<file path="config.mk">
export PLATFORM = sky130hd
export DESIGN_NAME = game_sender_top
export DESIGN_NICKNAME = d
export VERILOG_FILES = /design/src/hw/sender_pkg.sv /design/src/hw/bit_clock_gen.sv /design/src/hw/game_sender_top.sv /design/src/hw/packet_sender.sv /design/src/hw/tetromino_render.sv
export VERILOG_INCLUDE_DIRS = /design/src /design/src/include
export SDC_FILE = /design/constraint.sdc
export NUM_CORES = 1
export LEC_CHECK = 0
export BUFFER_PORTS_ARGS = -buffer_cell sky130_fd_sc_hd__buf_2
export CORE_MARGIN = 2
export CORE_UTILIZATION = 49
export DETAILED_ROUTE_END_ITERATION = 16
export PLACE_DENSITY = 0.67
export SLEW_MARGIN = 10
export SYNTH_ARGS = -nofsm -noshare
export SYNTH_HDL_FRONTEND = slang
export SYNTH_SLANG_ARGS = --single-unit
</file>
<file path="constraint.sdc">
create_clock -name clk -period 2.9 [get_ports clk]
set_clock_uncertainty 0.1 [all_clocks]
set_input_delay 0 -clock clk [delete_from_list [all_inputs] [get_ports clk]]
set_output_delay 0 -clock clk [all_outputs]
set_load 0.01 [all_outputs]
</file>
<file path="src/include/sender_config.svh">
// Frame format and serial timing constants of the game link sender.
// SERIAL_DIV must be even and at least 2; LANE_BITS must equal FRAME_BITS / DATA_LANES.
`ifndef SENDER_CONFIG_SVH
`define SENDER_CONFIG_SVH

// system clocks per serial bit period.
`define SERIAL_DIV 8

// playfield size; it sets the row and column widths of a tile position.
`define PLAYFIELD_ROWS 20
`define PLAYFIELD_COLS 10

// one header lane plus this many data lanes go out in parallel.
`define DATA_LANES 4

// frame length and the share of it carried by each data lane.
`define FRAME_BITS 48
`define LANE_BITS 12

`endif

</file>
<file path="src/hw/sender_pkg.sv">
// Types shared by the sender blocks. Tile coordinates are not range checked
// against the playfield, so an offset tile may lie outside it.
`default_nettype none

package sender_pkg;

    `include "sender_config.svh"

    typedef enum logic [2:0] {
        blank, i, o, t, j, l, s, z
    } tile_type_t;

    typedef enum logic [1:0] {
        north, east, south, west
    } orientation_t;                                 // one clockwise step per value.

    typedef enum logic [1:0] {
        msg_garbage, msg_ready, msg_lost, msg_piece
    } msg_opcode_t;

    typedef struct packed {
        logic [$clog2(`PLAYFIELD_ROWS)-1:0] row;     // 5 bits.
        logic [$clog2(`PLAYFIELD_COLS)-1:0] col;     // 4 bits.
    } tile_pos_t;

    typedef struct packed {
        tile_type_t                         piece_type;
        orientation_t                       orient;
        logic [$clog2(`PLAYFIELD_ROWS)-1:0] origin_row;
        logic [$clog2(`PLAYFIELD_COLS)-1:0] origin_col;
    } piece_t;

    typedef tile_pos_t [3:0] piece_tiles_t;

    typedef struct packed {
        msg_opcode_t opcode;
        logic [3:0]  garbage;                        // garbage lines sent to the peer.
        piece_t      piece;
    } send_req_t;

    typedef struct packed {
        msg_opcode_t  opcode;                        // bits 47:46.
        logic         seq;                           // bit 45, alternating per frame.
        logic [3:0]   garbage;
        piece_tiles_t tiles;                         // tile 3 sits in the upper bits.
        logic [4:0]   pad;                           // always zero.
    } frame_t;

    typedef enum logic [1:0] {
        st_idle, st_shift, st_wait_ack
    } sender_state_e;

endpackage

`default_nettype wire

</file>
<file path="src/hw/bit_clock_gen.sv">
// Free running bit timer; bit_tick fires when the count is zero, right out of reset.
`timescale 1ns/100ps
`default_nettype none

`include "sender_config.svh"

module bit_clock_gen (
    input  logic clk,
    input  logic rst_n,
    output logic bit_tick,
    output logic serial_clk
);

    logic [$clog2(`SERIAL_DIV)-1:0] cnt;

    always_ff @(posedge clk or negedge rst_n) begin
        if (!rst_n) begin
            cnt        <= '0;
            serial_clk <= 1'b0;
        end else begin
            if (cnt == `SERIAL_DIV - 1) begin
                cnt <= '0;
            end else begin
                cnt <= cnt + 1'b1;
            end
            // one clock late, so the low half lines up with lane data updated at the tick.
            serial_clk <= (cnt >= `SERIAL_DIV / 2);
        end
    end

    assign bit_tick = (cnt == '0);                   // one clock in every SERIAL_DIV.

endmodule

`default_nettype wire

</file>
<file path="src/hw/game_sender_top.sv">
// Sender top level; req.piece is rendered with no latency and latched on transfer.
`timescale 1ns/100ps
`default_nettype none

`include "sender_config.svh"

module game_sender_top
    import sender_pkg::*;
(
    input  logic                    clk,
    input  logic                    rst_n,
    input  logic                    req_valid,
    output logic                    req_ready,
    input  send_req_t               req,
    input  logic                    ack_valid,
    input  logic                    ack_seq,
    output logic                    serial_clk,
    output logic                    serial_hdr,
    output logic [`DATA_LANES-1:0]  serial_data,
    output logic                    seq_num
);

    piece_tiles_t tiles;
    logic         bit_tick;

    tetromino_render u_render (
        .piece (req.piece),
        .tiles (tiles)
    );

    bit_clock_gen u_bit_clk (
        .clk        (clk),
        .rst_n      (rst_n),
        .bit_tick   (bit_tick),
        .serial_clk (serial_clk)
    );

    packet_sender u_sender (
        .clk         (clk),
        .rst_n       (rst_n),
        .bit_tick    (bit_tick),
        .req_valid   (req_valid),
        .req_ready   (req_ready),
        .req         (req),
        .tiles       (tiles),
        .ack_valid   (ack_valid),
        .ack_seq     (ack_seq),
        .serial_hdr  (serial_hdr),
        .serial_data (serial_data),
        .seq_num     (seq_num)
    );

endmodule

`default_nettype wire

</file>
<file path="src/hw/packet_sender.sv">
// Sends one frame per accepted request and then waits for a matching ack.
// A lost ack stalls the port until reset; there is no retransmission.
`timescale 1ns/100ps
`default_nettype none

`include "sender_config.svh"

module packet_sender
    import sender_pkg::*;
(
    input  logic                    clk,
    input  logic                    rst_n,
    input  logic                    bit_tick,
    input  logic                    req_valid,
    output logic                    req_ready,
    input  send_req_t               req,
    input  piece_tiles_t            tiles,
    input  logic                    ack_valid,
    input  logic                    ack_seq,
    output logic                    serial_hdr,
    output logic [`DATA_LANES-1:0]  serial_data,
    output logic                    seq_num
);

    sender_state_e                          state;
    frame_t                                 frame;
    logic [`DATA_LANES-1:0][`LANE_BITS-1:0] lane_sr;
    logic [$clog2(`LANE_BITS+1)-1:0]        bit_cnt;
    logic                                   xfer;

    assign xfer = req_valid && req_ready;

    // frame as it would go out for the request on the port right now.
    always_comb begin
        frame.opcode  = req.opcode;
        frame.seq     = seq_num;
        frame.garbage = req.garbage;
        frame.tiles   = tiles;
        frame.pad     = '0;
    end

    // lane k takes frame bits 47-12k down to 36-12k, msb first.
    always_ff @(posedge clk) begin
        if (xfer) begin
            for (int k = 0; k < `DATA_LANES; k++) begin
                lane_sr[k] <= frame[`FRAME_BITS - 1 - `LANE_BITS * k -: `LANE_BITS];
            end
        end else if (state == st_shift && bit_tick) begin
            for (int k = 0; k < `DATA_LANES; k++) begin
                lane_sr[k] <= {lane_sr[k][`LANE_BITS-2:0], 1'b0};
            end
        end
    end

    always_ff @(posedge clk or negedge rst_n) begin
        if (!rst_n) begin
            state       <= st_idle;
            bit_cnt     <= '0;
            req_ready   <= 1'b1;
            serial_hdr  <= 1'b0;
            serial_data <= '0;
            seq_num     <= 1'b0;
        end else begin
            unique case (state)
                st_idle: begin
                    if (xfer) begin
                        state     <= st_shift;
                        bit_cnt   <= '0;
                        req_ready <= 1'b0;           // held low until the ack comes back.
                    end
                end
                st_shift: begin
                    if (bit_tick) begin
                        if (bit_cnt == `LANE_BITS) begin
                            serial_hdr  <= 1'b0;     // last bit period is over.
                            serial_data <= '0;
                            state       <= st_wait_ack;
                        end else begin
                            serial_hdr <= 1'b1;
                            for (int k = 0; k < `DATA_LANES; k++) begin
                                serial_data[k] <= lane_sr[k][`LANE_BITS-1];
                            end
                            bit_cnt <= bit_cnt + 1'b1;
                        end
                    end
                end
                st_wait_ack: begin
                    // a stale or foreign sequence bit is simply dropped.
                    if (ack_valid && ack_seq == seq_num) begin
                        seq_num   <= ~seq_num;
                        req_ready <= 1'b1;
                        state     <= st_idle;
                    end
                end
                default: begin
                    state <= st_idle;
                end
            endcase
        end
    end

endmodule

`default_nettype wire

</file>
<file path="src/hw/tetromino_render.sv">
// Spawn shapes follow the standard rotation system, row 0 at the top of the box.
// Offsets are added to the origin and wrap only at the coordinate width; no clipping.
`timescale 1ns/100ps
`default_nettype none

module tetromino_render
    import sender_pkg::*;
(
    input  piece_t       piece,
    output piece_tiles_t tiles
);

    // four (row, col) offsets of two bits each, tile 0 in the top nibble.
    logic [15:0] offs;

    always_comb begin
        unique case ({piece.piece_type, piece.orient})
            {i, north}: offs = 16'b01_00_01_01_01_10_01_11;
            {i, east}:  offs = 16'b00_10_01_10_10_10_11_10;
            {i, south}: offs = 16'b10_00_10_01_10_10_10_11;
            {i, west}:  offs = 16'b00_01_01_01_10_01_11_01;
            {o, north}, {o, east}, {o, south}, {o, west}:
                        offs = 16'b00_01_00_10_01_01_01_10;  // the square does not turn.
            {t, north}: offs = 16'b00_01_01_00_01_01_01_10;
            {t, east}:  offs = 16'b00_01_01_01_01_10_10_01;
            {t, south}: offs = 16'b01_00_01_01_01_10_10_01;
            {t, west}:  offs = 16'b00_01_01_00_01_01_10_01;
            {j, north}: offs = 16'b00_00_01_00_01_01_01_10;
            {j, east}:  offs = 16'b00_01_00_10_01_01_10_01;
            {j, south}: offs = 16'b01_00_01_01_01_10_10_10;
            {j, west}:  offs = 16'b00_01_01_01_10_00_10_01;
            {l, north}: offs = 16'b00_10_01_00_01_01_01_10;
            {l, east}:  offs = 16'b00_01_01_01_10_01_10_10;
            {l, south}: offs = 16'b01_00_01_01_01_10_10_00;
            {l, west}:  offs = 16'b00_00_00_01_01_01_10_01;
            {s, north}: offs = 16'b00_01_00_10_01_00_01_01;
            {s, east}:  offs = 16'b00_01_01_01_01_10_10_10;
            {s, south}: offs = 16'b01_01_01_10_10_00_10_01;
            {s, west}:  offs = 16'b00_00_01_00_01_01_10_01;
            {z, north}: offs = 16'b00_00_00_01_01_01_01_10;
            {z, east}:  offs = 16'b00_10_01_01_01_10_10_01;
            {z, south}: offs = 16'b01_00_01_01_10_01_10_10;
            {z, west}:  offs = 16'b00_01_01_00_01_01_10_00;
            default:    offs = 16'b0;                // blank puts all four tiles on the origin.
        endcase
    end

    always_comb begin
        for (int n = 0; n < 4; n++) begin
            tiles[n].row = piece.origin_row + {3'b000, offs[15 - 4 * n -: 2]};
            tiles[n].col = piece.origin_col + {2'b00, offs[13 - 4 * n -: 2]};
        end
    end

endmodule

`default_nettype wire

</file>
### Word level (Yosys, flattened, before mapping)

Memories as Yosys holds them, arrays and structs flattened.
Cells that the tools add are included.

| word-level totals | value |
|---|---|
| memories kept | 1 |
| input port bits | 25 |
| ROM bits | 512 |
| register bits | 60 |
| output and inout bits | 8 |
| word-level logic and storage cells | 65 |

| cells by class | value |
|---|---|
| bitwise gates (word level) | 1 |
| $lt $le $gt $ge | 1 |
| mux-type cells | 17 |
| reductions and logical operators | 13 |
| $add $sub $neg | 10 |
| equality and inequality tests | 10 |

Memories:

| name | words | width | rd ports | clocked after memory_dff | write ports | line | text |
|---|---|---|---|---|---|---|---|
| (no name shown) | 32 | 16 | 1 | 0 | 0 | tetromino_render.sv:17 | `unique case ({piece.piece_type, piece.orient})` |

Operator list:

| operator | number |
|---|---|
| two-way mux 48 bit | 2 |
| adder 5 x 2 -> 5 bit | 4 |
| adder 4 x 2 -> 4 bit | 4 |
| two-way mux 4 bit | 4 |
| two-way mux 2 bit | 4 |
| case mux 4 bit (2 select lines) | 1 |
| AND reduction 4 bit | 2 |
| inequality test 2 x 1 -> 1 bit, second input constant | 3 |
| case mux 2 bit (3 select lines) | 1 |
| nonzero test 2 bit | 3 |
| adder 4 x 1 -> 4 bit, second input constant | 1 |
| equality test 4 bit, second input constant | 1 |
| inequality test 2 bit, second input constant | 2 |
| AND reduction 2 bit | 2 |
| adder 3 x 1 -> 3 bit, second input constant | 1 |
| equality test 3 bit, second input constant | 1 |
| >= comparator 3 bit, second input constant | 1 |
| logical AND 1 bit | 3 |
| zero test 3 bit | 1 |
| two-way mux 1 bit | 3 |
| two-way mux 3 bit | 1 |
| AND reduction 3 bit | 1 |
| equality test 2 x 1 -> 1 bit, second input constant | 1 |
| equality test 2 bit, second input constant | 1 |
| 4 further kinds | 4 |

### Logic depth before layout (Yosys ltp)

| logic depth | value |
|---|---|
| depth in word-level cells | 4 |
| depth in mapped cells | 11 |
| depth with buffers taken out | 11 |

### By module

A second synthesis with hierarchy kept.

| second synthesis, totals | value |
|---|---|
| cell total of the unflattened synthesis | 325 |
| area, all modules | 3982.6 um^2 |

Modules (own cells, without submodules):

| module | cells each | instances | seq. area each (um^2) | area each (um^2) |
|---|---|---|---|---|
| packet_sender | 149 | 1 | 1617.8 | 2512.4 |
| tetromino_render | 164 | 1 | 0.0 | 1311.3 |
| bit_clock_gen | 12 | 1 | 100.1 | 158.9 |

### Worst setup path after synthesis

Ideal clock, no wire load.

| timing | value |
|---|---|
| path type | reg2reg |
| from | register u_sender.req_ready |
| to | register u_sender.lane_sr[0] in the netlist's numbering, enable pin |
| setup slack | 455 ps |
| library setup time | 401 ps |
| period minus slack after synthesis | 2445 ps |
| stages on the path, launching flop included | 5 |
| required time | 2399 ps |
| data arrival time | 1944 ps |
| buffers on the path | 2 |
| path through | dfstp_2 -> nand2_1 -> buf_2 -> buf_2 -> nand2_1 |

| between the ends | value |
|---|---|
| cells in the longest elaborated chain, start to end | 2 |

Ends and longest elaborated chain:

| element | line | text |
|---|---|---|
| from (decl) | packet_sender.sv:15 | `output logic req_ready,` |
| from (signal assigned) | packet_sender.sv:59 | `req_ready <= 1'b1;` |
| from (signal assigned) | packet_sender.sv:69 | `req_ready <= 1'b0;` |
| from (signal assigned) | packet_sender.sv:91 | `req_ready <= 1'b1;` |
| logical AND 1 bit | packet_sender.sv:31 | `assign xfer = req_valid && req_ready;` |
| nonzero test 2 bit (no line) | -- |  |
| to (signal, indexed assignment) | packet_sender.sv:46 | `` lane_sr[k] <= frame[`FRAME_BITS - 1 - `LANE_BITS * k -: `LANE_BITS]; `` |
| to (signal, indexed assignment) | packet_sender.sv:50 | `` lane_sr[k] <= {lane_sr[k][`LANE_BITS-2:0], 1'b0}; `` |
| to (decl) | packet_sender.sv:27 | `` logic [`DATA_LANES-1:0][`LANE_BITS-1:0] lane_sr; `` |

No other way between the ends.
A chain may end at the register's enable or synchronous reset.

### Worst setup path after layout

| timing | value |
|---|---|
| from | register u_sender.req_ready |
| to | register u_sender.lane_sr[28] in the netlist's numbering, enable pin |

Same word-level chain as after synthesis.

==> results.yml <==
final_layout:
  synthToLayoutAreaGrowth_pct: 13.0
  num_antenna_cells: 0
  drive_gt1_share_pct: 19.5
  nets: 457
cts:
  clockBufferDepth: 2
  post_cts_buffers: 0
  cts_inserted_buffers: 9
  root_buffer: "clkbuf_8"
  cts_tree: "done"
  clk_latency_ns: 0.33
  htree_levels: 3
  clock_sinks: 60
  clk_transition_reported_paths_ns: 0.07
timing:
  finalCritPeriodShare_pct: 76.8
  fin_crit_ns: 2.23
  finalSetupTns_ns: 0
  finalHoldViolations: 0
  worst_pin_slew_ns: 0.617
  rsz0062_at_grt: "false"
  setup_violations: 0
  max_clock_freq_ghz: 0.449
  holdWs_ns: 0.0128
  relSlewSlack_pct: 58.7
  drv_slew: 0
global_route:
  grt_pass1_vias: 2733
  grt_pass1_wl_um: 13200
  grt_max_degree: 33
  antenna_found_initial: 0
  grt_overflow: 0
  track_usage_pct: 19.6
job:
  drv_cap: 0
routing:
  firstDrtPassIters: 4
  drc_errors: 0
  drt_iter0_drc: 133
  vias: 2812
  wl_um: 7870
  wl_per_cell_um: 15.6
  viasPerCell: 5.59
  ant_nets: 0
placed_design:
  hpwl_um: 5530
  place_congestion: 0.899
  io_buffers: 32
synthesis:
  ys_ff_latch: 60
  netlist_area_um2: 3920
  synth_cell_type_count: 58
  ys_warn_count: 0
  synth_fp_nets: 419
  synth_top_area_cell: "edfxtp_1"
  avgSynthCellArea_um2: 10.9
  synth-edff-count: 43
  ys_async_sr_fraction_pct: 28.3
  synth_top_cell_area_share_pct: 33.0
  netlist_top_cells_area: "edfxtp_1 (33%), dfrtp_1 (10%), ha_1 (8.9%), mux2_2 (5.2%), fa_1 (4.1%)"
  synth_seq_area_share_pct: 43.9
  synth_cells: 358
  synth_top_flop_cell: "edfxtp_1"
floorplan:
  dieHeight_um: 93.4
  die_area_um2: 8720
  ios: 33
  fp-row-count: 32
  start_util_pct: 50.7
  core_area_um2: 7730
  die_x_um: 93.4
worst_setup_path:
  cp_max_fo: 32
  reg2reg_to: "u_sender.lane_sr[28]"
  path_buf_inv: 1
  critPathArrivalTime_ns: 2.15
  cpMostUsedCell: "nand2_2"
  r2r-start: "u_sender.req_ready"
  endpoint_kind: "register"
  critPathMaxStageDelay_ns: 0.68
  cp_top_family: "simple AND/OR/NAND/NOR gates"
  crit_slowest_cell: "dfstp_2"
  r2r_cells: 3
  cp_data_required_time_ns: 2.82
  startpoint_type: "register"
  path_cells: "nand2_2 > nand2_2 > buf_12"
  path_class: "register to register"
  r2r_slack_ns: 0.67
power_and_ir_drop:
  power.density_nw_per_um2: 407
  ir_worst_vdd_mv: 0.180
  power_switching_uw: 475
  seqPwrFrac_pct: 50.5
  cellLeakagePower_nw: 1.71
  power.internal_mw: 1.33
  p_clk_share_pct: 36.1
  switching_share_pct: 26.4
  comb_power_share_pct: 13.4
worst_hold_path:
  hold_path_class: "input pin to async pin"
run_status:
  outcome: "finished, final reports clean"
-- worst register-to-register path, cell delays in order (launching register included) --
cell	delay (ns)
dfstp_2	0.68
nand2_2	0.42
nand2_2	0.44
buf_12	0.27
-- power groups by stage --
stage	logic, mW	clock network [mW]	registers, mW
final	0.241	0.650	0.910
after floorplan	0.159	0	0.928
after CTS	0.242	0.671	0.909
after global routing	0.272	0.716	0.909
after detailed placement	0.228	0	0.928
after global placement	0.228	0	0.928
-- metal layers --
| metal | routed length, um | share of wire [%] | vias up | track usage [%] |
|---|---|---|---|---|
| met1 | 3770 | 48 | 1327 | 27.3 |
| li1 | - | - | 1396 | - |
| met3 | 344 | 4.4 | 10 | 2.82 |
| met4 | 143 | 1.8 | 0 | 9.31 |
| met5 | 0 | 0 | - | 0 |
| met2 | 3610 | 46 | 79 | 30.0 |
-- cells in the mapped netlist (all sizes together), types with 5 or more instances --
library cell   n
and3           6
xor2          10
a22o           7
nor2           9
a21oi         12
mux2          18
ha            28
nand2         37
edfxtp        43
nand2b         5
o211ai         5
buf           17
a21o           6
o21a           5
o21ai         29
inv           24
fa             8
dfrtp         16
-- sequential cells by signal, summed over array words and instances, names as in the netlist --
register,count
u_sender.lane_sr,43
u_sender.bit_cnt,4
u_sender.seq_num,1
u_bit_clk.serial_clk,1
u_sender.req_ready,1
u_sender.serial_hdr,1
u_bit_clk.cnt,3
u_sender.state,2
u_sender.serial_data,4
-- kinds of logic after synthesis --
group | share of synthesized area, %
AOI/OAI and AO/OA | 17.4
DFF | 43.9
adders and majority gates | 13.0
buffers and inverters | 5.18
xor gates and xnor gates | 3.13
and+or+nand+nor | 11.4
muxes | 5.94
-- worst max path at each step --
stage                        from  depth (start not counted)  slack [ns]              endpoint
4_1_cts        u_sender.req_ready                          3        0.67  u_sender.lane_sr[28]
2_1_floorplan  u_sender.req_ready                          4        0.45   u_sender.lane_sr[0]
6_report       u_sender.req_ready                          3        0.67  u_sender.lane_sr[28]
5_1_grt        u_sender.req_ready                          3        0.53  u_sender.lane_sr[25]
3_5_place_dp               req[9]                         11        0.40  u_sender.lane_sr[22]
3_3_place_gp              req[10]                         10        0.43  u_sender.lane_sr[14]
-- final cells by class --
cell class / count / area [um2]
Fill cell: 662 / 3300
Multi-Input combinational cell: 253 / 2000
Sequential cell: 60 / 1720
Timing Repair Buffer: 48 / 320
Clock buffer: 11 / 131
Tap cell: 102 / 128
Inverter: 24 / 90.1
Clock inverter: 5 / 37.5
-- metrics by stage --
| step | worst slack (ns) | utilization (%) | power, mW | area [um2] | instances |
|---|---|---|---|---|---|
| finish | 0.673 | 57.3 | 1.80 | 4420 | 503 |
| CTS | 0.669 | 57.3 | 1.82 | 4420 | 503 |
| global route | 0.533 | 57.3 | 1.90 | 4420 | 503 |
| global placement | 0.430 | 53.6 | 1.16 | 4150 | 476 |
| detailed placement | 0.403 | 53.6 | 1.16 | 4150 | 476 |
| floorplan | 0.455 | - | 1.09 | 3920 | 358 |
-- cell usage in the layout (no fill, tap or decap), types with 3 or more instances in the layout --
cell           Yosys  routed
edfxtp_1          43      43
nand2_1           37      35
buf_2             14      32
o21ai_0           29      29
ha_1              28      28
inv_1             24      24
mux2_2            18      18
dfrtp_1           16      16
a21oi_1           12      12
dlygate4sd3_1      0      11
xor2_1            10      10
clkbuf_8           0       9
nor2_1             8       8
fa_1               8       8
a22o_1             7       7
a21o_1             6       6
and3_1             6       6
nand2b_1           5       5
o21a_1             5       5
o211ai_1           5       5
nor2b_1            4       4
nor4b_1            4       4
a221o_1            4       4
nand3b_1           4       4
a211o_1            4       4
xnor2_1            4       4
buf_4              2       4
a211oi_1           3       3
nor4_1             3       3
mux2i_1            3       3
a311oi_1           3       3
nand3_1            3       3
-- what timing repair did --
item                                    in CTS  in global routing
endpoints found under the setup margin       0                  0
resized for setup                            0                  0
hold buffers                                11                  0
endpoints found under the hold margin       26                  0
Power figures use the tool's default switching activity.
